File: src/source/wasm_pkg.sv
package wasm_pkg;

  // Datapath sizes
  localparam int VALUE_W      = 64;
  localparam int IMM_BYTES    = 10;
  localparam int WINDOW_BYTES = IMM_BYTES + 1;
  localparam int LEN_W        = $clog2(WINDOW_BYTES + 1);

  // Encoded as 0x7f minus the wasm value type byte
  typedef enum logic [1:0] {
    TYPE_I32 = 2'd0,
    TYPE_I64 = 2'd1,
    TYPE_F32 = 2'd2,
    TYPE_F64 = 2'd3
  } val_type_t;

  // Same word seen as one i64 or as two i32 halves
  typedef union packed {
    logic [VALUE_W-1:0] i64;
    struct packed {
      logic [31:0] hi;
      logic [31:0] lo;
    } i32;
  } value_u;

  typedef struct packed {
    val_type_t vtype;
    value_u    value;
  } stack_entry_t;

  typedef enum logic [7:0] {
    OP_UNREACHABLE = 8'h00,
    OP_NOP         = 8'h01,
    OP_END         = 8'h0b,
    OP_DROP        = 8'h1a,
    OP_SELECT      = 8'h1b,
    OP_I32_CONST   = 8'h41,
    OP_I64_CONST   = 8'h42,
    OP_I32_EQZ     = 8'h45,
    OP_I32_EQ      = 8'h46,
    OP_I32_NE      = 8'h47,
    OP_I64_EQZ     = 8'h50,
    OP_I64_EQ      = 8'h51,
    OP_I64_NE      = 8'h52,
    OP_I32_ADD     = 8'h6a,
    OP_I32_SUB     = 8'h6b,
    OP_I64_ADD     = 8'h7c,
    OP_I64_SUB     = 8'h7d
  } opcode_e;

  typedef enum logic [3:0] {
    TRAP_NONE           = 4'd0,
    TRAP_ENDED          = 4'd1,
    TRAP_UNREACHABLE    = 4'd2,
    TRAP_STACK_EMPTY    = 4'd3,
    TRAP_STACK_ERROR    = 4'd4,
    TRAP_TYPE_MISMATCH  = 4'd5,
    TRAP_TYPES_MISMATCH = 4'd6,
    TRAP_UNKNOWN_OPCODE = 4'd7
  } trap_e;

  // POP3_PUSH is the select case: three entries collapse into one
  typedef enum logic [2:0] {
    STK_NONE      = 3'd0,
    STK_PUSH      = 3'd1,
    STK_POP       = 3'd2,
    STK_REPLACE   = 3'd3,
    STK_POP2_PUSH = 3'd4,
    STK_POP3_PUSH = 3'd5
  } stack_op_e;

endpackage
File: src/source/fetch_stage.sv
`timescale 1ns/1ps

module fetch_stage import wasm_pkg::*; #(
  parameter int ROM_ADDR = 8
) (
  input  logic                clk,
  input  logic                reset,
  input  logic                run,
  input  logic                dec_valid,
  input  logic [LEN_W-1:0]    instr_len,
  input  logic                exec_done,
  input  trap_e               trap,
  output logic [ROM_ADDR-1:0] rom_addr,
  output logic                issue
);

  localparam logic [1:0] S_IDLE   = 2'd0;
  localparam logic [1:0] S_DECODE = 2'd1;
  localparam logic [1:0] S_EXEC   = 2'd2;

  logic [1:0]          state;
  logic [ROM_ADDR-1:0] pc;

  assign rom_addr = pc;

  always_ff @(posedge clk) begin
    if (reset) begin
      state <= S_IDLE;
      pc    <= '0;
      issue <= 1'b0;
    end else begin
      issue <= 1'b0;
      case (state)
        S_IDLE: begin
          if (run && trap == TRAP_NONE) begin
            issue <= 1'b1;
            state <= S_DECODE;
          end
        end
        // Length is known once decode has seen the immediate
        S_DECODE: begin
          if (dec_valid) begin
            pc    <= pc + ROM_ADDR'(instr_len);
            state <= S_EXEC;
          end
        end
        // Next instruction needs the settled stack
        S_EXEC: begin
          if (exec_done) begin
            if (run && trap == TRAP_NONE) begin
              issue <= 1'b1;
              state <= S_DECODE;
            end else begin
              state <= S_IDLE;
            end
          end
        end
        default: state <= S_IDLE;
      endcase
    end
  end

  a_no_issue_on_trap: assert property (@(posedge clk) disable iff (reset)
    issue |-> trap == TRAP_NONE);

endmodule

File: config.mk
export PLATFORM = sky130hd
export DESIGN_NAME = fetch_stage
export DESIGN_NICKNAME = d
export VERILOG_FILES = /design/src/source/wasm_pkg.sv /design/src/source/fetch_stage.sv
export SDC_FILE = /design/constraint.sdc
export NUM_CORES = 1
export LEC_CHECK = 0
export BUFFER_PORTS_ARGS = -buffer_cell sky130_fd_sc_hd__buf_2
export CORE_UTILIZATION = 35
export CTS_CLUSTER_SIZE = 20
export DETAILED_ROUTE_END_ITERATION = 16
export MAX_ROUTING_LAYER = met4
export PLACE_DENSITY_LB_ADDON = 0.1
export SYNTH_ARGS = -nofsm -noshare
export SYNTH_HDL_FRONTEND = slang
export SYNTH_SLANG_ARGS = --single-unit
export TNS_END_PERCENT = 1
File: constraint.sdc
create_clock -name clk -period 4.86 [get_ports clk]
set_input_delay 0.243 -clock clk [delete_from_list [all_inputs] [get_ports clk]]
set_output_delay 0.243 -clock clk [all_outputs]
set_load 0.03 [all_outputs]
# Yosys cells after proc, flatten, opt, wreduce, memory -nomap -nowiden
# Index checks and enable logic that the tools add are counted.
# totals
register_bits	11
in_bits	13
elab_cells	22
output_inout_bits	9
# classes
eq_ne	5
addsub	1
reduce_logical	5
muxes	8
# ops
operator	count
$add 8x4->8	1
$mux 2	3
$ne 2x2->1 const B	3
$pmux 2 s3	1
$logic_not 4->1	1
$mux 1	3
$reduce_and 3->1	1
$eq 2x1->1 const B	1
$eq 2x2->1 const B	1
$logic_not 2->1	1
$pmux 1 s2	1
$reduce_and 2->1	1
$logic_and 1x1->1	1

# Depth between registers and ports, before layout
# depth
ltp_word	5
mapped_depth	7
mapped_depth_nobuf	7

# Least setup slack after synthesis
# Ideal clock, no wire load.
# synth_timing
path_type	register to register
startpoint	register pc[0], in the netlist rom_addr[0]
endpoint	register pc[4], in the netlist rom_addr[4]
t_required_ps	4739
synth_period_minus_slack_ps	1945
setup_time_ps	121
slack_ps	2915
path_buffers	0
stages_incl_launch_ff	8
arrival_ps	1825
cell_sequence	dfxtp_1 > ha_1 > inv_1 > fa_1 > nor2b_1 > o21ai_1 > a21oi_1 > mux2_2
# synth_via
elab_chain_len	1
# synth_rtl
item	line	source
start, declared	fetch_stage.sv:22	logic [ROM_ADDR-1:0] pc;
start signal, assigned	fetch_stage.sv:43	pc <= pc + ROM_ADDR'(instr_len);
$add 8x4->8	fetch_stage.sv:43	
# Every way passes these cells.
# A chain may end at the register's enable or synchronous reset.

# Worst setup path after layout
# Ends and elaborated chain as after synthesis.

==> summary.md <==
| Metric | Value |
|---|---|
| Post-Syn Area | 616 um2 |
| VDD IR max | 0.000110 V |
| Drc violations | 0 |
| Via count | 547 |
| Hold Crit Start | trap[2] |
| Worst path bufs/invs | 1 |
| Global route overflow | 0 |
| Yosys reg bits | 11 |
| Pins over their slew limit | 0 |
| Rel. slew slack | 79.8% |
| Number of port buffers | 21 |
| Clock Skew | 0.662 ps |
| Clk root buf | clkbuf_4 |
| Commonest non-fill, non-tap cell in the layout | buf_2 |
| Slowest cell on the critical path | fa_1 |
| # clock sinks | 11 |
| Num rows | 14 |
| CP endpoint kind | flip-flop |
| Leak Pwr | 0.355 nW |
| Detailed Place HPWL | 906 um |
| Drt wl/cell | 11.0 um |
| Crit path launch type | flip-flop |
| N_diodes | 0 |
| Num CTS Buffers | 3 |
| R2r setup slk | 3080 ps |
| DIE AREA | 1930 um2 |
| EDFF count, synth | 0 |
| Critical Path, Cell by Cell | ha_1, inv_1, fa_1, nor2b_1, o21ai_1, a21oi_1, mux2_2 |
| Fillers | 167 |
| Layout cell share with drive strength beyond 1 | 28.7% |
| Crit path kind | reg -> reg |
| Vias per cell | 4.97 |
| Hold path depth | 4 |
| CTS tree | built |
| CTS resizes | 0 |
| Gpl congestion | 0.704 |
| Kind of cell adding the most delay to the critical path | adder cells |
| Syn avg cell area | 8.67 um2 |
| Drt first pass iters | 5 |
| Vias in the first global route | 474 |
| Die width | 43.9 um |
| Largest net degree at the start of global routing | 18 |
| PwrDens | 224 nW/um2 |
| Least-Margin Pin Slew | 299 ps |
| Total global routing track utilization | 15.2% |
| Max Fclk | 0.563 GHz |
| # Max-Cap Violations | 0 |
| Outcome | finished, final reports clean |
| Worst Path Required | 5020 ps |
| Hold crit path type | in -> reg |
| # IOs | 22 |
| Most frequent cells in the layout | buf_2, dfxtp_1, a21oi_1, nor2_1, nor2b_1 |
| Initial antenna violation count | 0 |
| Crit Path Max Fanout | 3 |
| DRT Wirelength | 1210 um |
| Synth warn | 0 |
| RSZ-0062 raised after global routing | no |
| Mapped Cells | 71 |
| Area Overhead vs Synth | 23.0% |
| Final Hold Vio Count | 0 |
| Nets@finish | 113 |
| Worst Reg2Reg Path Length in Cells | 7 |
| Arrival time of the worst setup path | 1940 ps |
| WHS Endpoint | issue |
| Distinct cells, synth | 25 |
| DRT iter0 DRCs | 10 |
| Worst flop-to-flop path startpoint | rom_addr[0] |
| Slowest stage delay, CP | 390 ps |
| Clock Latency Late Sink | 270 ps |
| Height of the die | 43.9 um |
| Worst hold slack | 246 ps |
| Post-route setup TNS | 0 ps |
| Worst-path clk slew | 80 ps |
| Async SR Flop Fraction | 0% |
| First-pass GRT wire length | 2060 um |
| Postcts setup bufs | 0 |
| Fin crit period | 1780 ps |
| Initial core utilization | 39.0% |
| Post-CTS Hold Fix Bufs | 0 |
| Clock Tree Buf Depth | 2 |
| H-tree depth | 1 |
| FF-to-FF End | rom_addr[4] |
| Routed Antenna Nets | 0 |
| Prevailing post-synth register cell | dfxtp_1 |
| Overall power | 0.000170 W |
| Crit share post-route | 36.5% |
| Core ar. | 1580 um2 |
| Setup-failing EPs final | 0 |
| Sequential-to-total area share from yosys stat | 35.8% |
| Synth Net Count | 89 |
-- metal layers --
| metal | routed length [um] | part of all wire [%] | vias to the layer above | track usage (%) |
|---|---|---|---|---|
| met5 | 0 | 0 | - | - |
| met4 | 21 | 1.7 | 0 | 9.09 |
| met3 | 52 | 4.3 | 4 | 5.00 |
| met2 | 509 | 42 | 16 | 21.2 |
| met1 | 624 | 52 | 233 | 18.8 |
| li1 | - | - | 294 | - |
-- synthesized netlist by cell type (2+ instances only) --
library cell | count | area [um2]
a21o_1 | 2 | 15.0
a21oi_1 | 8 | 40.0
buf_2 | 2 | 10.0
dfxtp_1 | 11 | 220
ha_1 | 4 | 50.1
inv_1 | 4 | 15.0
mux2_1 | 2 | 22.5
mux2_2 | 2 | 22.5
nand2_1 | 5 | 18.8
nand3_1 | 4 | 20.0
nand3b_1 | 2 | 15.0
nor2_1 | 7 | 26.3
nor2b_1 | 6 | 37.5
-- worst reg2reg max path, delay by kind of cell (launching register included) --
kind	cells	cell delay, ps
muxes	1	340
AOI/OAI and AO/OA	2	250
and+or+nand+nor	1	130
buffers and inverters	1	50
DFF	1	350
adders and majority gates	2	560
-- layout make-up --
cell class	count	area [um2]	area share (%)
multi-input cells	54	370	48.9
flip-flops and latches	11	220	29.1
repair buffers	21	105	13.9
clock buffers	4	26.3	3.47
well taps	16	20.0	2.64
inverters	4	15.0	1.98
-- power by group --
group	leakage (nW)	total [W]	switching, W	internal [W]
Sequential	0.0886	0.0000909	0.000000371	0.0000905
Clock	0.0150	0.0000651	0.0000333	0.0000318
Combinational	0.252	0.0000139	0.00000724	0.00000662
Total	0.355	0.000170	0.0000409	0.000129
-- sequential cells by signal, summed over array words and instances (netlist names) --
name,cells
issue,1
rom_addr,8
state,2
-- stage by stage --
step / std cells / util (%) / area, um2 / setup slack [ps]
detailed placement: 106 / 46.3 / 731 / 3090
global placement: 106 / 46.3 / 731 / 3100
CTS: 110 / 48.0 / 757 / 3080
global route: 110 / 48.0 / 757 / 2940
floorplan: 71 / - / 616 / 2910
finish: 110 / 48.0 / 757 / 3080
-- worst max-delay path by stage --
stage	start	to	slack, ps	cells past startpoint
2_1_floorplan	rom_addr[0]	rom_addr[4]	2910	7
3_3_place_gp	rom_addr[0]	rom_addr[4]	3100	7
3_5_place_dp	rom_addr[0]	rom_addr[6]	3090	7
4_1_cts	rom_addr[0]	rom_addr[6]	3080	7
5_1_grt	rom_addr[0]	rom_addr[4]	2940	7
6_report	rom_addr[0]	rom_addr[4]	3080	7
-- cells by family after synthesis --
logic type / after synthesis / share of synthesized area, %
AOI/OAI and AO/OA: 13 / 11.8
xor gates and xnor gates: 1 / 1.42
adders and majority gates: 5 / 11.4
buffers and inverters: 6 / 4.06
DFF: 11 / 35.8
muxes: 4 / 7.32
and+or+nand+nor: 31 / 28.3
Power figures use the tool's default switching activity.
