`config.mk`:
```
export PLATFORM = sky130hd
export DESIGN_NAME = operand_stack
export DESIGN_NICKNAME = d
export VERILOG_FILES = /design/src/source/wasm_pkg.sv /design/src/source/operand_stack.sv
export SDC_FILE = /design/constraint.sdc
export NUM_CORES = 2
export LEC_CHECK = 0
export BUFFER_PORTS_ARGS = -buffer_cell sky130_fd_sc_hd__buf_4
export CAP_MARGIN = 20
export CELL_PAD_IN_SITES_DETAIL_PLACEMENT = 1
export CELL_PAD_IN_SITES_GLOBAL_PLACEMENT = 1
export CORE_MARGIN = 2
export CORE_UTILIZATION = 49
export DETAILED_ROUTE_END_ITERATION = 8
export GPL_TIMING_DRIVEN = 1
export PLACE_DENSITY_LB_ADDON = 0.08
export SYNTH_ARGS = -nofsm -noshare
export SYNTH_HDL_FRONTEND = slang
export SYNTH_SLANG_ARGS = --single-unit
export TNS_END_PERCENT = 10
```
`constraint.sdc`:
```
create_clock -name clk -period 6.4 [get_ports clk]
set_clock_uncertainty 0.05 [all_clocks]
set_input_delay 0.32 -clock clk [delete_from_list [all_inputs] [get_ports clk]]
set_output_delay 0.32 -clock clk [all_outputs]
set_load 0.02 [all_outputs]
```
`src/source/wasm_pkg.sv`:
```
package wasm_pkg;

  // Datapath sizes
  localparam int VALUE_W      = 64;
  localparam int IMM_BYTES    = 10;
  localparam int WINDOW_BYTES = IMM_BYTES + 1;
  localparam int LEN_W        = $clog2(WINDOW_BYTES + 1);

  // Encoded as 0x7f minus the wasm value type byte
  typedef enum logic [1:0] {
    TYPE_I32 = 2'd0,
    TYPE_I64 = 2'd1,
    TYPE_F32 = 2'd2,
    TYPE_F64 = 2'd3
  } val_type_t;

  // Same word seen as one i64 or as two i32 halves
  typedef union packed {
    logic [VALUE_W-1:0] i64;
    struct packed {
      logic [31:0] hi;
      logic [31:0] lo;
    } i32;
  } value_u;

  typedef struct packed {
    val_type_t vtype;
    value_u    value;
  } stack_entry_t;

  typedef enum logic [7:0] {
    OP_UNREACHABLE = 8'h00,
    OP_NOP         = 8'h01,
    OP_END         = 8'h0b,
    OP_DROP        = 8'h1a,
    OP_SELECT      = 8'h1b,
    OP_I32_CONST   = 8'h41,
    OP_I64_CONST   = 8'h42,
    OP_I32_EQZ     = 8'h45,
    OP_I32_EQ      = 8'h46,
    OP_I32_NE      = 8'h47,
    OP_I64_EQZ     = 8'h50,
    OP_I64_EQ      = 8'h51,
    OP_I64_NE      = 8'h52,
    OP_I32_ADD     = 8'h6a,
    OP_I32_SUB     = 8'h6b,
    OP_I64_ADD     = 8'h7c,
    OP_I64_SUB     = 8'h7d
  } opcode_e;

  typedef enum logic [3:0] {
    TRAP_NONE           = 4'd0,
    TRAP_ENDED          = 4'd1,
    TRAP_UNREACHABLE    = 4'd2,
    TRAP_STACK_EMPTY    = 4'd3,
    TRAP_STACK_ERROR    = 4'd4,
    TRAP_TYPE_MISMATCH  = 4'd5,
    TRAP_TYPES_MISMATCH = 4'd6,
    TRAP_UNKNOWN_OPCODE = 4'd7
  } trap_e;

  // POP3_PUSH is the select case: three entries collapse into one
  typedef enum logic [2:0] {
    STK_NONE      = 3'd0,
    STK_PUSH      = 3'd1,
    STK_POP       = 3'd2,
    STK_REPLACE   = 3'd3,
    STK_POP2_PUSH = 3'd4,
    STK_POP3_PUSH = 3'd5
  } stack_op_e;

endpackage
```
`src/source/operand_stack.sv`:
```
`timescale 1ns/1ps

module operand_stack import wasm_pkg::*; #(
  parameter int STACK_DEPTH = 4
) (
  input  logic                 clk,
  input  logic                 reset,
  input  stack_op_e            op,
  input  stack_entry_t         data,
  output stack_entry_t         tos,
  output stack_entry_t         nos,
  output stack_entry_t         third,
  output logic [STACK_DEPTH:0] depth,
  output logic                 empty,
  output logic                 overflow
);

  localparam int                   ENTRIES = 2 ** STACK_DEPTH;
  localparam logic [STACK_DEPTH:0] FULL    = (STACK_DEPTH + 1)'(ENTRIES);

  stack_entry_t           mem [ENTRIES];
  logic [STACK_DEPTH:0]   sp;
  logic [STACK_DEPTH-1:0] tos_idx;
  logic [STACK_DEPTH-1:0] nos_idx;
  logic [STACK_DEPTH-1:0] third_idx;

  // Entries consumed by each command
  function automatic int pops_of(stack_op_e cmd);
    case (cmd)
      STK_POP, STK_REPLACE: return 1;
      STK_POP2_PUSH:        return 2;
      STK_POP3_PUSH:        return 3;
      default:              return 0;
    endcase
  endfunction

  // sp counts entries, top sits one below it
  assign tos_idx   = STACK_DEPTH'(sp - 1);
  assign nos_idx   = STACK_DEPTH'(sp - 2);
  assign third_idx = STACK_DEPTH'(sp - 3);

  assign tos   = mem[tos_idx];
  assign nos   = mem[nos_idx];
  assign third = mem[third_idx];
  assign depth = sp;
  assign empty = (sp == '0);

  always_ff @(posedge clk) begin
    case (op)
      STK_PUSH:      if (sp != FULL) mem[sp[STACK_DEPTH-1:0]] <= data;
      STK_REPLACE:   mem[tos_idx]   <= data;
      STK_POP2_PUSH: mem[nos_idx]   <= data;
      STK_POP3_PUSH: mem[third_idx] <= data;
      default: ;
    endcase
  end

  always_ff @(posedge clk) begin
    if (reset) begin
      sp       <= '0;
      overflow <= 1'b0;
    end else begin
      case (op)
        STK_PUSH: begin
          if (sp == FULL) overflow <= 1'b1;
          else            sp       <= sp + 1'b1;
        end
        STK_POP, STK_POP2_PUSH: sp <= sp - 1'b1;
        STK_POP3_PUSH:          sp <= sp - 2'd2;
        default: ;
      endcase
    end
  end

  a_no_underflow: assert property (@(posedge clk) disable iff (reset)
    pops_of(op) > 0 |-> int'(sp) >= pops_of(op));

endmodule

```
Yosys cells after proc, flatten, opt, wreduce, memory -nomap -nowiden --
Memories as Yosys holds them, arrays and structs flattened. Index checks and enable logic that the tools add are counted.
Storage, ports and cells: bits in writable memories 1056, memories kept 1, output and inout bits 205, input port bits 71, word-level logic and storage cells 45, register bits after elaboration 6
Cells by class: $add $sub $neg 6, equality and inequality tests 8, reductions and logical operators 8, mux-type cells 20
Memories:
- mem | depth 16, width 66, rd ports 3, clocked after memory_dff 0, write ports 1, line operand_stack.sv:21 | stack_entry_t mem [ENTRIES];
Operators by type and width (count):
- 2-to-1 mux 66 bit | 3
- OR reduction 66 bit | 3
- case mux 5 bit (3 select lines) | 1
- 2-to-1 mux 1 bit | 12
- 2-to-1 mux 4 bit | 3
- subtractor 4 x 2 -> 4 bit, second input constant | 2
- equality test 3 x 2 -> 1 bit, second input constant | 2
- equality test 3 bit, second input constant | 2
- adder 5 x 1 -> 5 bit, second input constant | 1
- equality test 5 bit, second input constant | 1
- logical NOT 5 bit | 1
- 2-to-1 mux 5 bit | 1
- != test 5 bit, second input constant | 1
- subtractor 5 x 1 -> 5 bit, second input constant | 1
- subtractor 5 x 2 -> 5 bit, second input constant | 1
- AND reduction 2 bit | 2
- subtractor 4 x 1 -> 4 bit, second input constant | 1
- equality test 3 x 1 -> 1 bit, second input constant | 1
- nonzero test 3 bit | 1
- != test 2 bit, second input constant | 1
- OR reduction 2 bit | 1

Depth between registers and ports, before layout --
depth in word-level cells 7, gate-level depth with buffers 13, depth with buffers taken out 9

Worst setup path after synthesis --
OpenSTA, ideal clock, no wires.
kind register to register, start point register sp[1], in the netlist depth[1], end point memory mem[1][0] in the netlist's numbering (enable), path slack 267 ps, buffers on the path 5, clock period less this slack 6133 ps, stages on the path, launching flop included 13, arrival 5593 ps, cells stage by stage dfxtp_1 > buf_2 > clkbuf_1 > buf_2 > inv_1 > ha_1 > buf_2 > buf_1 > nand3b_1 > o211ai_1 > o21ai_0 > or2_2 > nor2_1
Between the ends: longest elaborated chain between the ends 7, elaborated cells on any way between the ends 13, classes of those cells add/sub (3); eq/ne (1); mux (9)
Ends and longest elaborated chain:
- start: declaration | line operand_stack.sv:22 | logic [STACK_DEPTH:0] sp;
- start signal: assignment | line operand_stack.sv:66 | else sp <= sp + 1'b1;
- start signal: assignment | line operand_stack.sv:68 | STK_POP, STK_POP2_PUSH: sp <= sp - 1'b1;
- start signal: assignment | line operand_stack.sv:69 | STK_POP3_PUSH: sp <= sp - 2'd2;
- != test 5 bit | line operand_stack.sv:50 | STK_PUSH: if (sp != FULL) mem[sp[STACK_DEPTH-1:0]] <= data;
- 2-to-1 mux 1 bit | line operand_stack.sv:50
- 2-to-1 mux 1 bit | line operand_stack.sv:49 | case (op)
- 2-to-1 mux 1 bit (implied by the code) | line operand_stack.sv:50
- 2-to-1 mux 1 bit (no line) (3 in a row)
- end: declaration | line operand_stack.sv:21
Several ways; a longest one is shown, not always the timed one.

==> impl_results.md <==
- Outcome: complete, no violations
- Routed WL: 161 mm
- IO Port Bufs: 275
- Average wire per standard cell: 34.2 um
- Met2 WL post-DR: 80.7 mm
- Top Family by Delay on Critical Path: buffers and inverters
- RSZ-0062 raised after global routing: false
- Rel. slew slack: 0.169
- Arrival time worst endpoint: 5.07 ns
- Clk Latency, worst-skew pair: 0.71 ns
- Synthesis-to-layout area growth: 14.8%
- Number of synthesized register bits: 1,062
- CTS Buf Count: 118
- Clock slew at reported path FFs: 0.06 ns
- Startpoint Class: flop
- DRC errors left: 0
- Final net count: 3,188
- Switching share of power: 0.345
- Total GRT Usage: 0.280
- Slowest CP cell: buf_4
- Dpl hpwl: 93.9 mm
- Die Wd: 340 um
- Logic pwr share: 0.394
- Worst Setup End Kind: output pin
- Class of the worst hold path: primary input to flop
- Cell variety after synth: 49
- Initial Util: 0.494
- Detailed Routing Iterations Pass 1: 5
- Max-cap violation count: 0
- Final hold viol count: 0
- IR drop worst, VDD: 0.359 mV
- Share of cells above drive strength 1: 0.395
- Minimum clock period: 5.44 ns
- Met3 WL: 11.5 mm
- Largest net degree at the start of global routing: 153
- Vias in the first global route: 34.6k
- Clock Path Buffers: 3
- Worst-margin pin slew: 1.25 ns
- DR vias: 32.4k
- H-tree depth: 3
- Initial antenna violation count: 6
- CTS resizes: 0
- Req. time, crit path: 6.03 ns
- Post-Route M1 WL: 64.1 mm
- Ys Warns: 0
- Commonest non-fill, non-tap cell in the layout: edfxtp_1
- Period Utilization, post-route: 0.850
- Uppermost layer routed: met5
- Largest fanout on the critical path: 68
- Synth Net Count: 2,908
- GP Congestion: 0.799
- Max Clock Freq: 184 MHz
- DR iter-0 viols: 3,239
- Final Max Slew Viols: 0
- Endpoints failing setup: 0
- Clk network pwr share: 0.275
- CTS tree: yes
- Leak: 19.7 nW
- Sw Pwr: 8.57 mW
- # fillers: 9,725
- Congestion Overflow GR: 0
- Tot Pwr: 24.8 mW
- Sequential power share: 0.331
- Die H: 340 um
- Cell count after synthesis: 2,827
- Root Buffer: clkbuf_16
- Sequential area share after synthesis: 0.574
- Most frequent CP cell: buf_4
- Post-Syn Area: 55,500 um2
- Io pins: 276
- Vias per cell: 6.87
- Buffers and inverters on the worst path: 4
- Worst setup path class: flop to output pin
- First-pass GRT wire length: 239 mm
- # rows: 123
- Core area: 112,000 um2
- TNS Setup: 0 ns
- Pwr dens: 390 nW/um2
- Commonest non-fill, non-tap cells in the layout: edfxtp_1, mux4_2, buf_4, mux2i_1, a21oi_1
- Area taken by multi-input logic gates: 22,500 um2
- Cell Int Power: 16.3 mW
- Antenna-violating nets left: 0
- Crit-path cells: inv_1, ha_1, a21boi_1, xnor2_4, buf_4, buf_4, a211oi_1, a21oi_1, buf_4
- CP peak stage delay: 0.90 ns
- Sink Count: 1,062
- Sequential cell area: 31,800 um2
- DIE AREA: 116,000 um2
- Mean Syn Cell Area: 19.6 um2
## what timing repair did
| item | in CTS | in global routing |
|---|---|---|
| hold buffers | 67 | 0 |
| setup buffers | 0 | 0 |
| hold endpoints to repair | 1062 | 0 |
## logic make-up after synthesis
logic type      count (synthesis)  share of synthesized area
xor+xnor                       10                    0.00212
compound gates                305                     0.0350
mux                           990                      0.342
flops                        1062                      0.574
simple gates                  191                     0.0203
buf+inv                       259                     0.0241
fa+ha+maj                      10                    0.00239
## metal layers
layer,global-route usage,vias to the layer above
li1,-,13000
met1,0.383,17700
met2,0.462,1477
met3,0.0489,268
met4,0.0877,8
met5,0,-
## tightest hold or removal path, cell delays in order
cell and delay, ns:
buf_4 0.17, nand3_1 0.10, o31ai_1 0.10, a211oi_1 0.08
## synth_stat cells (all sizes together)
| cell | count | area share |
|---|---|---|
| a211oi | 135 | 0.018 |
| a21boi | 2 | 0.00027 |
| a21o | 1 | 0.00014 |
| a21oi | 139 | 0.013 |
| a22o | 1 | 0.00016 |
| a22oi | 7 | 0.00095 |
| a2bb2oi | 1 | 0.00016 |
| a311o | 1 | 0.00018 |
| a32oi | 1 | 0.00016 |
| and2 | 67 | 0.0076 |
| buf | 135 | 0.016 |
| clkbuf | 119 | 0.0081 |
| dfxtp | 6 | 0.0022 |
| edfxtp | 1056 | 0.57 |
| fa | 1 | 0.00036 |
| ha | 9 | 0.0020 |
| inv | 5 | 0.00034 |
| mux2i | 264 | 0.048 |
| mux4 | 726 | 0.29 |
| nand2 | 7 | 0.00047 |
| nand2b | 7 | 0.00079 |
| nand3 | 2 | 0.00018 |
| nand3b | 3 | 0.00041 |
| nor2 | 23 | 0.0016 |
| nor2b | 71 | 0.0080 |
| nor3 | 3 | 0.00027 |
| nor3b | 1 | 0.00014 |
| nor4 | 2 | 0.00023 |
| nor4b | 1 | 0.00016 |
| nor4bb | 1 | 0.00018 |
| o211a | 2 | 0.00036 |
| o211ai | 3 | 0.00041 |
| o21a | 1 | 0.00014 |
| o21ai | 6 | 0.00054 |
| o21ba | 1 | 0.00018 |
| o22ai | 1 | 0.00011 |
| o311a | 1 | 0.00018 |
| o31ai | 1 | 0.00014 |
| o32ai | 1 | 0.00016 |
| or2 | 2 | 0.00023 |
| or3b | 1 | 0.00016 |
| xnor2 | 6 | 0.0014 |
| xor2 | 4 | 0.00077 |
## state kept, by name, summed over array words and instances (netlist names)
register	cells
mem	1056
depth	5
overflow	1
## layout make-up
type                       instances  area share
clock buffer                     148      0.0495
multi-input combinational       1506       0.354
clock inverter                    73      0.0111
sequential                      1062       0.500
tap                             1500      0.0295
timing repair buffer             414      0.0556
inverter                           5    0.000295
antenna                            4    0.000157
## path summary, 6_finish.rpt
kind,cells past startpoint,slack (ns),end,from
min,4,0.07,depth[4],op[2]
max,9,0.96,tos[12],depth[2]
max reg2reg,8,1.23,mem[15][45],depth[1]
min reg2reg,2,0.45,overflow,overflow
## power by group through the flow
stage          Clock [mW]  Combinational [mW]  Sequential [mW]
3_5_place_dp            0                9.76             8.36
6_report             6.83                9.78             8.22
5_1_grt              7.17                10.3             8.25
4_1_cts              6.93                9.83             8.22
3_3_place_gp            0                9.67             8.32
2_1_floorplan           0                6.21             8.31
## stage by stage
step / hold slack (ns) / setup WS (ns) / cell area, um2 / util / std cells
after floorplan: 0.339 / 0.267 / 55500 / - / 2827
after global placement: 0.418 / 1.32 / 59000 / 0.525 / 4413
after detailed placement: 0.451 / 1.22 / 59000 / 0.525 / 4414
after CTS: 0.0289 / 0.834 / 63500 / 0.565 / 4702
after global routing: 0.103 / 0.692 / 63700 / 0.567 / 4708
final: 0.0718 / 0.960 / 63700 / 0.567 / 4712
No activity file was read; power rests on OpenSTA's default activity.
