### config.mk
export PLATFORM = sky130hd
export DESIGN_NAME = decode_stage
export DESIGN_NICKNAME = d
export VERILOG_FILES = /design/src/source/wasm_pkg.sv /design/src/source/decode_stage.sv
export SDC_FILE = /design/constraint.sdc
export NUM_CORES = 1
export LEC_CHECK = 0
export ABC_AREA = 0
export BUFFER_PORTS_ARGS = -buffer_cell sky130_fd_sc_hd__buf_2
export CAP_MARGIN = 0
export CORE_AREA = 2 2 100 102
export CTS_BUF_LIST = sky130_fd_sc_hd__clkbuf_8
export DETAILED_ROUTE_END_ITERATION = 16
export DIE_AREA = 0 0 102 104
export PLACE_DENSITY = 0.83
export SYNTH_ARGS = -nofsm -noshare
export SYNTH_HDL_FRONTEND = slang
export SYNTH_SLANG_ARGS = --single-unit
### constraint.sdc
create_clock -name clk -period 6.25 [get_ports clk]
set_clock_uncertainty 0.2 [all_clocks]
set_input_delay 0.9375 -clock clk [delete_from_list [all_inputs] [get_ports clk]]
set_output_delay 0.9375 -clock clk [all_outputs]
set_load 0.02 [all_outputs]
### src/source/wasm_pkg.sv
package wasm_pkg;

  // Datapath sizes
  localparam int VALUE_W      = 64;
  localparam int IMM_BYTES    = 10;
  localparam int WINDOW_BYTES = IMM_BYTES + 1;
  localparam int LEN_W        = $clog2(WINDOW_BYTES + 1);

  // Encoded as 0x7f minus the wasm value type byte
  typedef enum logic [1:0] {
    TYPE_I32 = 2'd0,
    TYPE_I64 = 2'd1,
    TYPE_F32 = 2'd2,
    TYPE_F64 = 2'd3
  } val_type_t;

  // Same word seen as one i64 or as two i32 halves
  typedef union packed {
    logic [VALUE_W-1:0] i64;
    struct packed {
      logic [31:0] hi;
      logic [31:0] lo;
    } i32;
  } value_u;

  typedef struct packed {
    val_type_t vtype;
    value_u    value;
  } stack_entry_t;

  typedef enum logic [7:0] {
    OP_UNREACHABLE = 8'h00,
    OP_NOP         = 8'h01,
    OP_END         = 8'h0b,
    OP_DROP        = 8'h1a,
    OP_SELECT      = 8'h1b,
    OP_I32_CONST   = 8'h41,
    OP_I64_CONST   = 8'h42,
    OP_I32_EQZ     = 8'h45,
    OP_I32_EQ      = 8'h46,
    OP_I32_NE      = 8'h47,
    OP_I64_EQZ     = 8'h50,
    OP_I64_EQ      = 8'h51,
    OP_I64_NE      = 8'h52,
    OP_I32_ADD     = 8'h6a,
    OP_I32_SUB     = 8'h6b,
    OP_I64_ADD     = 8'h7c,
    OP_I64_SUB     = 8'h7d
  } opcode_e;

  typedef enum logic [3:0] {
    TRAP_NONE           = 4'd0,
    TRAP_ENDED          = 4'd1,
    TRAP_UNREACHABLE    = 4'd2,
    TRAP_STACK_EMPTY    = 4'd3,
    TRAP_STACK_ERROR    = 4'd4,
    TRAP_TYPE_MISMATCH  = 4'd5,
    TRAP_TYPES_MISMATCH = 4'd6,
    TRAP_UNKNOWN_OPCODE = 4'd7
  } trap_e;

  // POP3_PUSH is the select case: three entries collapse into one
  typedef enum logic [2:0] {
    STK_NONE      = 3'd0,
    STK_PUSH      = 3'd1,
    STK_POP       = 3'd2,
    STK_REPLACE   = 3'd3,
    STK_POP2_PUSH = 3'd4,
    STK_POP3_PUSH = 3'd5
  } stack_op_e;

endpackage
### src/source/decode_stage.sv
`timescale 1ns/1ps

module decode_stage import wasm_pkg::*; (
  input  logic                      clk,
  input  logic                      reset,
  input  logic                      issue,
  input  logic [WINDOW_BYTES*8-1:0] rom_window,
  output logic                      dec_valid,
  output opcode_e                   opcode,
  output logic [VALUE_W-1:0]        imm,
  output logic [LEN_W-1:0]          instr_len
);

  localparam int ACC_W = 7 * IMM_BYTES;

  logic             issue_d;
  opcode_e          cur_opcode;
  logic             has_imm;
  logic [7:0]       leb_byte;
  logic [ACC_W-1:0] leb_acc;
  logic             leb_sign;
  logic             leb_done;
  logic [LEN_W-1:0] leb_len;

  assign cur_opcode = opcode_e'(rom_window[WINDOW_BYTES*8-1 -: 8]);
  assign has_imm    = cur_opcode inside {OP_I32_CONST, OP_I64_CONST};

  // Signed LEB128, seven bits per byte up to the first byte with bit 7 clear
  always_comb begin
    leb_byte = '0;
    leb_acc  = '0;
    leb_sign = 1'b0;
    leb_done = 1'b0;
    leb_len  = '0;
    for (int i = 0; i < IMM_BYTES; i++) begin
      if (!leb_done) begin
        leb_byte           = rom_window[(WINDOW_BYTES-2-i)*8 +: 8];
        leb_acc[7*i +: 7]  = leb_byte[6:0];
        leb_sign           = leb_byte[6];
        leb_len            = LEN_W'(i + 1);
        leb_done           = !leb_byte[7];
      end
    end
    // Sign extend above the last group
    for (int j = 0; j < ACC_W; j++) begin
      if (j >= 7 * int'(leb_len)) begin
        leb_acc[j] = leb_sign;
      end
    end
  end

  // Window arrives one cycle after issue
  always_ff @(posedge clk) begin
    if (reset) begin
      issue_d   <= 1'b0;
      dec_valid <= 1'b0;
    end else begin
      issue_d   <= issue;
      dec_valid <= issue_d;
    end
  end

  always_ff @(posedge clk) begin
    if (issue_d) begin
      opcode    <= cur_opcode;
      imm       <= has_imm ? leb_acc[VALUE_W-1:0] : '0;
      instr_len <= has_imm ? LEN_W'(1) + leb_len : LEN_W'(1);
    end
  end

endmodule

==> After elaboration in Yosys (flattened, before gate mapping) <==
Index checks and enable logic that the tools add are counted.
{ "totals": {"ff_bits": 78, "in_bits": 91, "out_inout_bits": 77, "wordCells": 182} }
{ "op_classes": {"n_addsub": 1, "multipliers": 1, "order_cmp": 64, "eq_ne": 2, "n_mux": 99, "reduce_logical": 10} }
{ "op_table": {"columns": ["op", "n"], "rows": [
  ["7-bit by 32-bit >= comparator with 1-bit output, first input constant", 32],
  ["6-bit by 32-bit >= comparator with 1-bit output, first input constant", 16],
  ["5-bit by 32-bit >= comparator with 1-bit output, first input constant", 8],
  ["4-bit by 32-bit >= comparator with 1-bit output, first input constant", 4],
  ["1-bit 2-to-1 mux", 82],
  ["3-bit by 32-bit >= comparator with 1-bit output, first input constant", 2],
  ["7-bit 2-to-1 mux", 8],
  ["1-bit by 32-bit >= comparator with 1-bit output, first input constant", 1],
  ["2-bit by 32-bit >= comparator with 1-bit output, first input constant", 1],
  ["4-bit 2-to-1 mux", 8],
  ["8-bit by 7-bit equality test with 1-bit output, second input constant", 2],
  ["1-bit logical NOT", 9],
  ["3-bit by 4-bit multiplier with 7-bit output, first input constant", 1],
  ["1-bit by 4-bit adder with 4-bit output, first input constant", 1],
  ["2-bit 2-to-1 mux", 1],
  ["2-bit nonzero test", 1]
]} }

==> Depth between registers and ports, before layout <==
Gate-level depths: netlist of the first run.
{ "logic_depth": {"depth_word": 13, "depth_mapped": 18, "ltp_nobuf": 14} }

==> Least setup slack after synthesis of the first run <==
Ideal clock, no wire load.
{ "synth_timing": {"kind": "input to register", "start": "input port rom_window[71]", "end": "register imm[20] (data pin)", "setup_time_ns": 0.270, "t_arrival_ns": 4.618, "required_time_ns": 5.780, "setup_slack_ns": 1.162, "stages": 17, "path_buffers": 4, "path_cell_list": "and4_1 > buf_4 > and3_1 > buf_4 > and2_1 > buf_2 > o21a_1 > fa_1 > inv_1 > ha_1 > fa_1 > a21o_1 > a21oi_1 > o21ai_1 > clkbuf_1 > o211ai_1 > a21oi_1"} }
{ "synth_between": {"elab_chain_len": 13, "word_cells_on_any_way": 29, "cone_classes": "mul: 1; order compare: 1; mux: 26; reduce/logical: 1"} }
{ "synth_lines": {"columns": ["item", "line", "source"], "rows": [
  ["start, declared", "decode_stage.sv:7", "input logic [WINDOW_BYTES*8-1:0] rom_window,"],
  ["1-bit logical NOT (*)", "decode_stage.sv:41", "leb_done = !leb_byte[7];"],
  ["1-bit 2-to-1 mux (*)", "decode_stage.sv:36", "if (!leb_done) begin"],
  ["4-bit 2-to-1 mux / 1-bit 2-to-1 mux (equally long branches) (7 in a row)", "decode_stage.sv:36", null],
  ["4-bit 2-to-1 mux", "decode_stage.sv:36", null],
  ["3-bit by 4-bit multiplier with 7-bit output", null, null],
  ["6-bit by 32-bit >= comparator with 1-bit output", "decode_stage.sv:46", "if (j >= 7 * int'(leb_len)) begin"],
  ["1-bit 2-to-1 mux (*)", "decode_stage.sv:46", null],
  ["end signal, assigned", "decode_stage.sv:66", "imm <= has_imm ? leb_acc[VALUE_W-1:0] : '0;"],
  ["end, declared", "decode_stage.sv:10", "output logic [VALUE_W-1:0] imm,"]
]} }
Mark *: on every way between the ends. The rest lies on a longest branch, timed or not.
A chain may end at the register's enable or synchronous reset.

==> Worst setup path after layout of the first run <==
{ "layout_timing": {"start": "input port rom_window[71]", "end": "register imm[59] (data pin)"} }
{ "layout_between": {"elab_chain_len": 13, "word_cells_on_any_way": 29, "cone_classes": "mul: 1; order compare: 1; mux: 26; reduce/logical: 1"} }
{ "layout_lines": {"columns": ["item", "line"], "rows": [
  ["1-bit logical NOT (*)", "decode_stage.sv:41"],
  ["1-bit 2-to-1 mux (*)", "decode_stage.sv:36"],
  ["4-bit 2-to-1 mux / 1-bit 2-to-1 mux (equally long branches) (7 in a row)", "decode_stage.sv:36"],
  ["4-bit 2-to-1 mux", "decode_stage.sv:36"],
  ["3-bit by 4-bit multiplier with 7-bit output", null],
  ["7-bit by 32-bit >= comparator with 1-bit output", "decode_stage.sv:46"],
  ["1-bit 2-to-1 mux (*)", "decode_stage.sv:46"]
]} }
Marked as above.

==> metrics.log, run 1 <==
[metrics] Core Footprint: around 0.0095 sq mm
[metrics] vias in the first global route: 4,695
[metrics] min-delay src: reset
[metrics] result of the run: finished, final reports clean
[metrics] top cells by area, synth: edfxtp_1, a21oi_1, o211ai_1
[metrics] number of diodes added for antenna fixing: 0
[metrics] number of nets still failing antenna checks after routing: 0
[metrics] critical path data arrival time: just over 5 ns
[metrics] worst-case register-to-register setup slack: roughly 4.6 ns
[metrics] Setup CP Type: input port to flop
[metrics] Worst path top cell family by delay: adder cells
[metrics] RR Startpoint: issue_d
[metrics] final RePlAce weighted congestion: ~0.97
[metrics] count of clock tree sinks: a little under 80
[metrics] CP Buf/Inv Count: 3
[metrics] cell type contributing the most total cell area after synthesis: edfxtp_1
[metrics] total of max-cap violations: 0
[metrics] number of warnings reported in the yosys synthesis log: 0
[metrics] worst hold-check slack: approximately 0.5 ns
[metrics] required time of the critical path: between 6 and 7 ns
[metrics] fmax: 0.189 GHz
[metrics] clock latency on the worst-skew pair: between 0.3 and 0.4 ns
[metrics] Post-DP HPWL: about 11,000 microns
[metrics] max incr delay on CP: between 0.5 and 0.6 ns
[metrics] post-route clock period utilization: between 80% and 90%
[metrics] Leak Pwr: 2.61 nW
[metrics] number of gates resized after cts: 0
[metrics] Port Buf Inserts: approximately 160
[metrics] DRC viols: 0
[metrics] slew at the pin closest to its max-slew limit: approximately 1.1 ns
[metrics] slowest stage cell, crit path: xor2_1
[metrics] cell count after synthesis: 498
[metrics] Layout Area Growth over Synthesis: 21.8%
[metrics] cell area after synthesis: 0.00498 sq mm
[metrics] clock buffer depth: 2
[metrics] # Post-CTS Setup Buffers: 0
[metrics] Starting Density: 52.1%
[metrics] worst min-delay path class: input port to flop
[metrics] number of top-level pins: roughly 170
[metrics] number of hold buffers added after CTS: 0
[metrics] final design utilization: 63.5%
[metrics] Num CTS Buffers: 9
[metrics] DRT iter0 DRCs: ~580
[metrics] flip-flop and latch count after synthesis: 78
[metrics] pin count of the biggest net entering global routing: 78
[metrics] relative max-transition margin: 27.4%
[metrics] ys async rst share: 0%
[metrics] number of iterations in the first detailed-routing pass: 6
[metrics] unrepaired setup endpoints after global routing: false
[metrics] clock slew at reported path FFs: around 0.090 ns
[metrics] largest driver fanout on the critical path: 11
[metrics] cell total after placement: approximately 760
[metrics] Unique masters post-synth: 50
[metrics] Total Wirelength: ~15,000 microns
[metrics] endpoint of the worst-slack reg-to-reg timing path: imm[58]
[metrics] leading register cell type out of synthesis: edfxtp_1
[metrics] initial antenna violation count: 0
[metrics] Cell Rows: 36
[metrics] endpoint kind of the worst setup timing path: flop
[metrics] largest voltage drop on the vdd net: between 0.1 and 0.15 mV
[metrics] post-layout power: around 1.2 mW
[metrics] number of flops mapped to enable cells by yosys: 76
[metrics] sort of element at the start of the critical path: input port
[metrics] grt ovf: 0
[metrics] wire length per cell: 19.6 microns
[metrics] net total in the final layout: 747
[metrics] final hold violations: 0
[metrics] via count of the routed design: between 4,000 and 5,000
[metrics] Hold Path Cell Cnt: 2
[metrics] final-report max-slew violation count: 0
[metrics] share of cells above drive strength 1: about a third
[metrics] minimum period implied by the final worst setup slack: 5.28 ns
[metrics] cells along the critical path: buf_2, and4_1, and3_1, and2_1, a21oi_1, inv_1, fa_1, inv_1, ha_1, fa_1, xor2_1, nand3_1, o31ai_1, o21bai_1, a21oi_1
[metrics] end point of the most critical hold path: issue_d
[metrics] final setup violation count: 0
[metrics] post-route non-filler standard cell count: slightly below 800
[metrics] Synthesized Nets: 603
[metrics] CTS tree: yes
[metrics] Root Driver: clkbuf_8
[metrics] die area: roughly 0.011 sq mm
[metrics] average cell area after synthesis: ~10 sq um
[metrics] share of synthesized area occupied by flip-flops and latches: 46.6%
[metrics] top-area cell type share of the netlist area: about 46%
[metrics] deepest level of the CTS H-tree: 3
[metrics] floorplan die width: between 100 and 150 microns
[metrics] setup TNS: 0 ns
[metrics] routed via count divided by cell count: 6.39
[metrics] number of cells traversed by the worst register-to-register path: 0
[metrics] top post-synthesis cells by count: a21oi_1, edfxtp_1, o211ai_1
[metrics] die height: between 100 and 150 microns
[metrics] fillers: slightly above 800
[metrics] combined global-route utilization of all metal layers: 28.8%
[metrics] first-pass GRT wire length: 23,900 microns
[metrics] areal power density over the cells: 206 mW/mm^2
[per-stage QoR]
step / worst slack (ns) / area, sq um
floorplan: 1.16 / 4980
finish: 0.968 / 6060
CTS: 1.02 / 6060
global route: 0.712 / 6060
detailed placement: 0.609 / 5890
global placement: 0.766 / 5890
[cells in the final DEF, fill, tap and decap left out, types with 6 or more instances in the layout]
master      n
o21bai_1   11
o211ai_1   42
nor3_1     10
and2_1      7
o21ai_1     9
buf_4      24
nand2_1    19
edfxtp_1   76
a21oi_1    76
ha_1       10
o31ai_1     6
a311oi_1    6
a211oi_1    6
o221ai_1   22
inv_1      15
nor2_1     18
nand3_1    25
buf_2     161
o21ai_0     7
a31oi_1     6
clkbuf_8    9
a21o_1     13
[layout make-up]
cell class,count,area (sq um),area share (%)
Inverter,15,56.3,0.928
Clock buffer,9,124,2.04
Tap cell,133,166,2.74
Multi-Input combinational cell,353,2360,38.8
Clock inverter,7,50.0,0.825
Timing Repair Buffer,185,986,16.3
Sequential cell,78,2330,38.4
[state kept, by name, indices dropped and copies added (netlist names)]
register and count:
opcode 8, imm 64, dec_valid 1, instr_len 4
issue_d 1
[routing by layer]
metal	part of all wire, %	global-route usage (%)	vias to the layer above
met4	2.9	10.1	0
met2	47	47.3	387
met3	11	6.72	58
met5	0	0	-
met1	38	37.1	2306
li1	-	-	2237
[logic make-up (layout without fill, tap and decap cells)]
logic type	count (synthesis)	count (layout)	share of synthesized area, %
flops	78	78	46.6
mux	2	2	0.402
xor+xnor	4	4	0.704
compound gates	219	219	29.8
simple gates	114	114	12.0
fa+ha+maj	14	14	4.12
buf+inv	67	216	6.31
[power breakdown]
part	switching, mW	internal (mW)
Clock	0.203	0.145
Combinational	0.205	0.111
Sequential	0.00976	0.576
Total	0.418	0.832
[how the worst max path moves through the flow]
stage                               from      end  slack (ns)  cells after the start
after floorplan           rom_window[71]  imm[20]        1.16                     17
after global placement    rom_window[71]  imm[59]        0.77                     15
final                     rom_window[71]  imm[59]        0.97                     15
after CTS                 rom_window[71]  imm[59]        1.02                     15
after global routing      rom_window[71]  imm[61]        0.71                     15
after detailed placement  rom_window[71]  imm[59]        0.61                     15
Note: power is estimated with default switching activity, not from simulation.
==> run 2, diff against run 1 <==
==> config.mk (replaced) <==
export PLATFORM = sky130hd
export DESIGN_NAME = decode_stage
export DESIGN_NICKNAME = d
export VERILOG_FILES = /design/src/source/wasm_pkg.sv /design/src/source/decode_stage.sv
export SDC_FILE = /design/constraint.sdc
export NUM_CORES = 1
export LEC_CHECK = 0
export ABC_AREA = 1
export BUFFER_PORTS_ARGS = -buffer_cell sky130_fd_sc_hd__buf_2
export CAP_MARGIN = 0
export CORE_AREA = 2 2 105 107
export CTS_BUF_LIST = sky130_fd_sc_hd__clkbuf_8
export DETAILED_ROUTE_END_ITERATION = 16
export DIE_AREA = 0 0 107 109
export PLACE_DENSITY = 0.79
export SYNTH_ARGS = -nofsm -noshare
export SYNTH_HDL_FRONTEND = slang
export SYNTH_SLANG_ARGS = --single-unit
==> constraint.sdc (replaced) <==
create_clock -name clk -period 4.3 [get_ports clk]
set_clock_uncertainty 0.2 [all_clocks]
set_input_delay 0.645 -clock clk [delete_from_list [all_inputs] [get_ports clk]]
set_output_delay 0.645 -clock clk [all_outputs]
set_load 0.02 [all_outputs]
==> run 2 against run 1 <==
Combinational power is 73% higher. Total power rose by 59%. Worst setup slack worse by 0.72 ns. Count of clock-buffer cells in the layout stayed put. Final area rose by 9.6%. Final cell count increased by 22%. Routed wire length is 0.90% higher.
==> metrics.log, run 2 <==
[metrics] Starting Density: between 40% and 50%
[metrics] number of iterations in the first detailed-routing pass: 6
[metrics] die height: 109 microns
[metrics] number of warnings reported in the yosys synthesis log: 0
[metrics] first-pass GRT wire length: about 24,000 microns
[metrics] result of the run: finished, final reports clean
[metrics] floorplan die width: roughly 110 microns
[metrics] required time of the critical path: 4.29 ns
[metrics] Synthesized Nets: 683
[metrics] minimum period implied by the final worst setup slack: 4.05 ns
[metrics] worst hold-check slack: 0.231 ns
[metrics] Num CTS Buffers: 9
[metrics] wire length per cell: around 16 microns
[metrics] DRT iter0 DRCs: between 400 and 500
[metrics] ys async rst share: 0%
[metrics] CTS tree: yes
[metrics] pin count of the biggest net entering global routing: between 70 and 80
[metrics] final-report max-slew violation count: 0
[metrics] worst min-delay path class: input port to flop
[metrics] slew at the pin closest to its max-slew limit: ~1.1 ns
[metrics] number of nets still failing antenna checks after routing: 0
[metrics] clock latency on the worst-skew pair: 0.37 ns
[metrics] post-route clock period utilization: a little over nine tenths
[metrics] met3 routing resource usage after global routing: a little under 4%
[metrics] endpoint kind of the worst setup timing path: flop
[metrics] Core Footprint: about 0.011 sq mm
[metrics] Root Driver: clkbuf_8
[metrics] number of hold buffers added after CTS: 0
[metrics] routed via count divided by cell count: approximately 5.3
[metrics] leading register cell type out of synthesis: edfxtp_1
[metrics] Total Wirelength: approximately 15,000 microns
[metrics] top post-synthesis cells by count: nand2_1, edfxtp_1, inv_1
[metrics] combined global-route utilization of all metal layers: about a quarter
[metrics] unrepaired setup endpoints after global routing: false
[metrics] Largest register FFs: 64
[metrics] sort of element at the start of the critical path: input port
[metrics] GRT Max-Usage Layer: met2
[metrics] area used by sequential logic in the layout: 0.00233 sq mm
[metrics] share of synthesized area occupied by flip-flops and latches: between 40% and 50%
[metrics] largest driver fanout on the critical path: 10
[metrics] clock slew at reported path FFs: approximately 0.09 ns
[metrics] count of clock tree sinks: slightly below 80
[metrics] clock buffer depth: 2
[metrics] grt ovf: 0
[metrics] relative max-transition margin: between 20% and 30%
[metrics] fillers: 887
[metrics] cell area after synthesis: ~0.005 sq mm
[metrics] via count of the routed design: between 5,000 and 6,000
[metrics] fraction of met2 tracks used by global routing: 46.7%
[metrics] Port Buf Inserts: approximately 160
[metrics] PnR worst setup slack: between 0.2 and 0.3 ns
[metrics] cell type contributing the most total cell area after synthesis: edfxtp_1
[metrics] met1 Usage GRT: 33.1%
[metrics] average cell area after synthesis: 8.60 sq um
[metrics] total area of multi-input combinational cells: around 0.0022 sq mm
[metrics] top cells by area, synth: edfxtp_1, nand2_1, a21oi_2
[metrics] final design utilization: 62.7%
[metrics] vias in the first global route: about 4,800
[metrics] number of flops mapped to enable cells by yosys: between 70 and 80
[metrics] die area: around 0.012 sq mm
[metrics] Layout Area Growth over Synthesis: 33.7%
[metrics] deepest level of the CTS H-tree: 3
[metrics] final hold violations: 0
[metrics] worst setup slack after placement: -0.177 ns
[metrics] net total in the final layout: around 910
[metrics] DRC viols: 0
[metrics] Top reg by flops: imm
[metrics] Leak Pwr: roughly 3.2 nW
[metrics] flip-flop and latch count after synthesis: 78
[metrics] fmax: around 0.25 GHz
[metrics] most common cell after layout, fill and taps aside: buf_2
[metrics] most frequent cells in the layout: buf_2, nand2_1, buf_4
[metrics] cell total after placement: ~940
[metrics] number of top-level pins: 168
[metrics] worst-case register-to-register setup slack: 2.65 ns
[metrics] cell count after synthesis: a little under 600
[metrics] areal power density over the cells: approximately 300 mW/mm^2
[metrics] total of max-cap violations: 0
[metrics] registers with the most flip-flops: imm x64, opcode x8, instr_len x4
[metrics] final RePlAce weighted congestion: 0.903
[metrics] most frequent cell after synthesis: nand2_1
[metrics] Cell Rows: 38
[metrics] Post-DP HPWL: 11,800 microns
[metrics] final setup violation count: 0
[metrics] critical path data arrival time: around 4.0 ns
[metrics] post-route non-filler standard cell count: around 950
[metrics] Unique masters post-synth: 37
[metrics] share of cells above drive strength 1: 41.5%
[metrics] number of diodes added for antenna fixing: 0
[metrics] Setup CP Type: input port to flop
[metrics] initial antenna violation count: 0
[metrics] largest voltage drop on the vdd net: 0.153 mV
[metrics] top-area cell type share of the netlist area: between 40% and 50%
run 2: final cells by class:
cell class                 instances  share of cell area, %
tap                              140                   2.63
clock buffer                       9                   1.86
multi-input combinational        394                   33.1
sequential                        78                   35.0
inverter                          77                   4.38
timing repair buffer             247                   21.8
clock inverter                     7                   1.24
run 2: cells by family (layout without fill, tap and decap cells):
group                      Yosys count  in the layout  synth area share [%]
and+or+nand+nor                    247            247                  22.9
AOI/OAI and AO/OA                  133            133                  16.9
buffers and inverters              106            340                  9.44
DFF                                 78             78                  46.7
adders and majority gates           14             14                  4.13
run 2: power by group:
part,switching [mW],internal (mW)
Clock,0.315,0.276
Sequential,0.0147,0.836
Combinational,0.327,0.221
Total,0.656,1.33
run 2: final timing paths:
path | from | to | cells past startpoint
worst min-delay path | reset | issue_d | 2
worst min register to register | issue_d | dec_valid | 2
worst max register to register | issue_d | instr_len[2] | 0
worst max-delay path | rom_window[79] | imm[44] | 25
run 2: timing repair:
| item | in CTS | in global routing |
|---|---|---|
| setup buffers | 0 | 0 |
| setup endpoints to repair | 0 | 20 |
| resized for setup | 0 | 2 |
run 2: stage by stage:
step           cell area (sq um)  setup TNS, ns  power [mW]
2_1_floorplan               4980         -0.166        1.15
3_3_place_gp                6440         -0.993        1.40
3_5_place_dp                6440          -2.86        1.41
4_1_cts                     6640              0        1.99
5_1_grt                     6650              0        2.07
6_report                    6650              0        1.99
run 2: critical path, cell delays in order:
cell	delay (ns)
buf_2	0.10
nand2_2	0.09
clkinv_2	0.08
nand2_4	0.05
nor3_4	0.23
nand2_2	0.09
inv_2	0.07
nand2_1	0.07
nand2_2	0.08
inv_1	0.07
fa_1	0.48
inv_1	0.04
ha_1	0.21
fa_2	0.34
nand2_1	0.09
nand2_1	0.07
a21oi_2	0.21
inv_2	0.05
buf_4	0.17
nor3_2	0.17
buf_4	0.20
nand2_1	0.11
nand2_1	0.08
nand3_1	0.07
a21oi_1	0.17
run 2: routing by layer:
metal / up-vias / share of wire (%)
met5: - / 0
li1: 2397 / -
met1: 2340 / 40
met3: 40 / 6.9
met2: 239 / 50
met4: 0 / 3.1
==> run 3, diff against run 2 <==
--- a/config.mk
+++ b/config.mk
@@ -8,11 +8,11 @@
 export ABC_AREA = 1
 export BUFFER_PORTS_ARGS = -buffer_cell sky130_fd_sc_hd__buf_2
 export CAP_MARGIN = 0
-export CORE_AREA = 2 2 105 107
+export CORE_AREA = 2 2 100 102
 export CTS_BUF_LIST = sky130_fd_sc_hd__clkbuf_8
 export DETAILED_ROUTE_END_ITERATION = 16
-export DIE_AREA = 0 0 107 109
-export PLACE_DENSITY = 0.79
+export DIE_AREA = 0 0 102 104
+export PLACE_DENSITY = 0.83
 export SYNTH_ARGS = -nofsm -noshare
 export SYNTH_HDL_FRONTEND = slang
 export SYNTH_SLANG_ARGS = --single-unit
==> constraint.sdc (replaced) <==
create_clock -name clk -period 4.55 [get_ports clk]
set_clock_uncertainty 0.2 [all_clocks]
set_input_delay 0.6825 -clock clk [delete_from_list [all_inputs] [get_ports clk]]
set_output_delay 0.6825 -clock clk [all_outputs]
set_load 0.02 [all_outputs]
==> run 3 against run 2 <==
Flip-flop and latch count is the same. Global-route usage is 1.2 points higher. Worst hold slack improved by 0.033 ns. Total power fell by 12%. Die area down 9.0%. Sequential power is 5.5% lower. Clock power decreased by 15%. Largest power group unchanged.
==> metrics.log, run 3 (same netlist as run 2, synthesis figures left out) <==
[metrics] most common cell after layout, fill and taps aside: buf_2
[metrics] Top reg by flops: imm
[metrics] critical path data arrival time: 4.23 ns
[metrics] via count of the routed design: about 4,800
[metrics] final RePlAce weighted congestion: between 0.9 and 1
[metrics] vias in the first global route: roughly 5,000
[metrics] clock latency on the worst-skew pair: approximately 0.36 ns
[metrics] Setup CP Type: input port to flop
[metrics] cells along the critical path: buf_2, nand2_2, clkinv_2, nand2_4, nor3_4, nand2_2, inv_2, nand2_1, nand2_2, inv_1, fa_1, inv_1, ha_1, fa_1, nand2_1, inv_1, nor2_2, inv_1, buf_4, nor2_1, a21oi_1, a21oi_1, or2_1, a21oi_2
[metrics] unrepaired setup endpoints after global routing: false
[metrics] minimum period implied by the final worst setup slack: 4.31 ns
[metrics] number of iterations in the first detailed-routing pass: 5
[metrics] fmax: approximately 0.23 GHz
[metrics] Core Footprint: 0.00955 sq mm
[metrics] number of top-level pins: about 170
[metrics] clock buffer depth: 2
[metrics] initial antenna violation count: 0
[metrics] most frequent cells in the layout: buf_2, nand2_1, edfxtp_1
[metrics] # Post-CTS Setup Buffers: 0
[metrics] DRT iter0 DRCs: 340
[metrics] share of cells above drive strength 1: between 30 and 40%
[metrics] Root Driver: clkbuf_8
[metrics] final hold violations: 0
[metrics] max incr delay on CP: ~0.48 ns
[metrics] registers with the most flip-flops: imm x64, opcode x8, instr_len x4
[metrics] routed via count divided by cell count: between 5 and 6
[metrics] endpoint kind of the worst setup timing path: flop
[metrics] final setup violation count: 0
[metrics] die height: between 100 and 150 microns
[metrics] final-report max-slew violation count: 0
[metrics] slew at the pin closest to its max-slew limit: between 1 and 1.5 ns
[metrics] Leak Pwr: a little over 3 nW
[metrics] net total in the final layout: a little under 900
[metrics] result of the run: finished, final reports clean
[metrics] cell total after placement: roughly 900
[metrics] CP Buf/Inv Count: 8
[metrics] Total Wirelength: ~15,000 microns
[metrics] Port Buf Inserts: 161
[metrics] post-route non-filler standard cell count: between 900 and 1,000
[metrics] relative max-transition margin: 31.1%
[metrics] fillers: slightly below 800
[metrics] CTS tree: yes
[metrics] first-pass GRT wire length: about 23,000 microns
[metrics] wire length per cell: about 16 microns
[metrics] deepest level of the CTS H-tree: 3
[metrics] cell repeated most along the worst path: inv_1
[metrics] placed instance area: ~0.0062 sq mm
[metrics] combined global-route utilization of all metal layers: 27.9%
[metrics] number of nets still failing antenna checks after routing: 0
[metrics] required time of the critical path: ~4.5 ns
[metrics] post-route clock period utilization: between 90% and 100%
[metrics] die area: between 0.01 and 0.015 sq mm
[metrics] worst-case register-to-register setup slack: between 2 and 3 ns
[metrics] slowest stage cell, crit path: fa_1
[metrics] pin count of the biggest net entering global routing: 78
[metrics] Cell Rows: 36
[metrics] Post-DP HPWL: roughly 11,000 microns
[metrics] sort of element at the start of the critical path: input port
[metrics] largest driver fanout on the critical path: 7
[metrics] number of diodes added for antenna fixing: 0
[metrics] count of clock tree sinks: 78
[metrics] Layout Area Growth over Synthesis: 28.6%
[metrics] Worst path top cell family by delay: simple AND/OR/NAND/NOR gates
[metrics] Largest register FFs: 64
[metrics] areal power density over the cells: about 280 mW/mm^2
[metrics] setup TNS: 0 ns
[metrics] cell area after layout: around 0.0064 sq mm
[metrics] floorplan die width: 102 microns
[metrics] grt ovf: 0
[metrics] Num CTS Buffers: 9
[metrics] largest voltage drop on the vdd net: between 0.15 and 0.2 mV
[metrics] total of max-cap violations: 0
[metrics] worst min-delay path class: input port to flop
[metrics] Starting Density: roughly 52%
[metrics] DRC viols: 0
[metrics] clock slew at reported path FFs: around 0.1 ns
==> run 3: cell types whose count changed in the layout (fill, tap and decap cells not counted), moves of 2 or more <==
cell	previous run	this run
buf_4	86	54
o21ai_0	34	38
o21ai_1	6	2
inv_6	1	3
==> run 3: per-layer routing <==
| layer | share of wire [%] | GRT usage [%] | routed length (microns) | up-vias |
|---|---|---|---|---|
| met4 | 2.9 | 10.2 | 425 | 0 |
| li1 | - | - | - | 2339 |
| met3 | 7.6 | 5.58 | 1100 | 33 |
| met5 | 0 | 0 | 0 | - |
| met1 | 40 | 35.2 | 5830 | 2225 |
| met2 | 49 | 46.9 | 7200 | 236 |
==> run 3: power by group <==
part	switching, mW	internal [mW]
registers	0.0135	0.790
logic	0.288	0.166
clock network	0.293	0.209
total	0.595	1.17
==> run 3: final cells by class <==
class / instances / area [sq um] / share of cell area [%]
Sequential cell: 78 / 2330 / 36.4
Multi-Input combinational cell: 394 / 2200 / 34.3
Timing Repair Buffer: 216 / 1230 / 19.2
Inverter: 77 / 292 / 4.56
Tap cell: 133 / 166 / 2.60
Clock buffer: 9 / 124 / 1.94
Clock inverter: 7 / 61.3 / 0.959
==> run 3: repair_timing <==
action | in CTS | in global routing
setup endpoints to repair | 0 | 5
hold buffers | 0 | 0
gates resized for setup | 0 | 2
==> run 3: metrics by stage <==
stage,hold WS (ns),worst slack (ns),util [%],power (mW)
finish,0.264,0.240,67.0,1.76
global route,0.251,0.0107,67.0,1.85
CTS,0.253,0.290,66.9,1.76
detailed placement,0.648,-0.0755,65.0,1.27
global placement,0.643,-0.0241,65.0,1.26
floorplan,0.554,0.163,-,1.08
==> run 3: path summary, 6_finish.rpt <==
check | endpoint | depth (start not counted) | start
hold reg to reg | dec_valid | 2 | issue_d
hold / removal | issue_d | 2 | reset
setup / recovery | imm[60] | 24 | rom_window[71]
setup reg to reg | imm[17] | 0 | issue_d
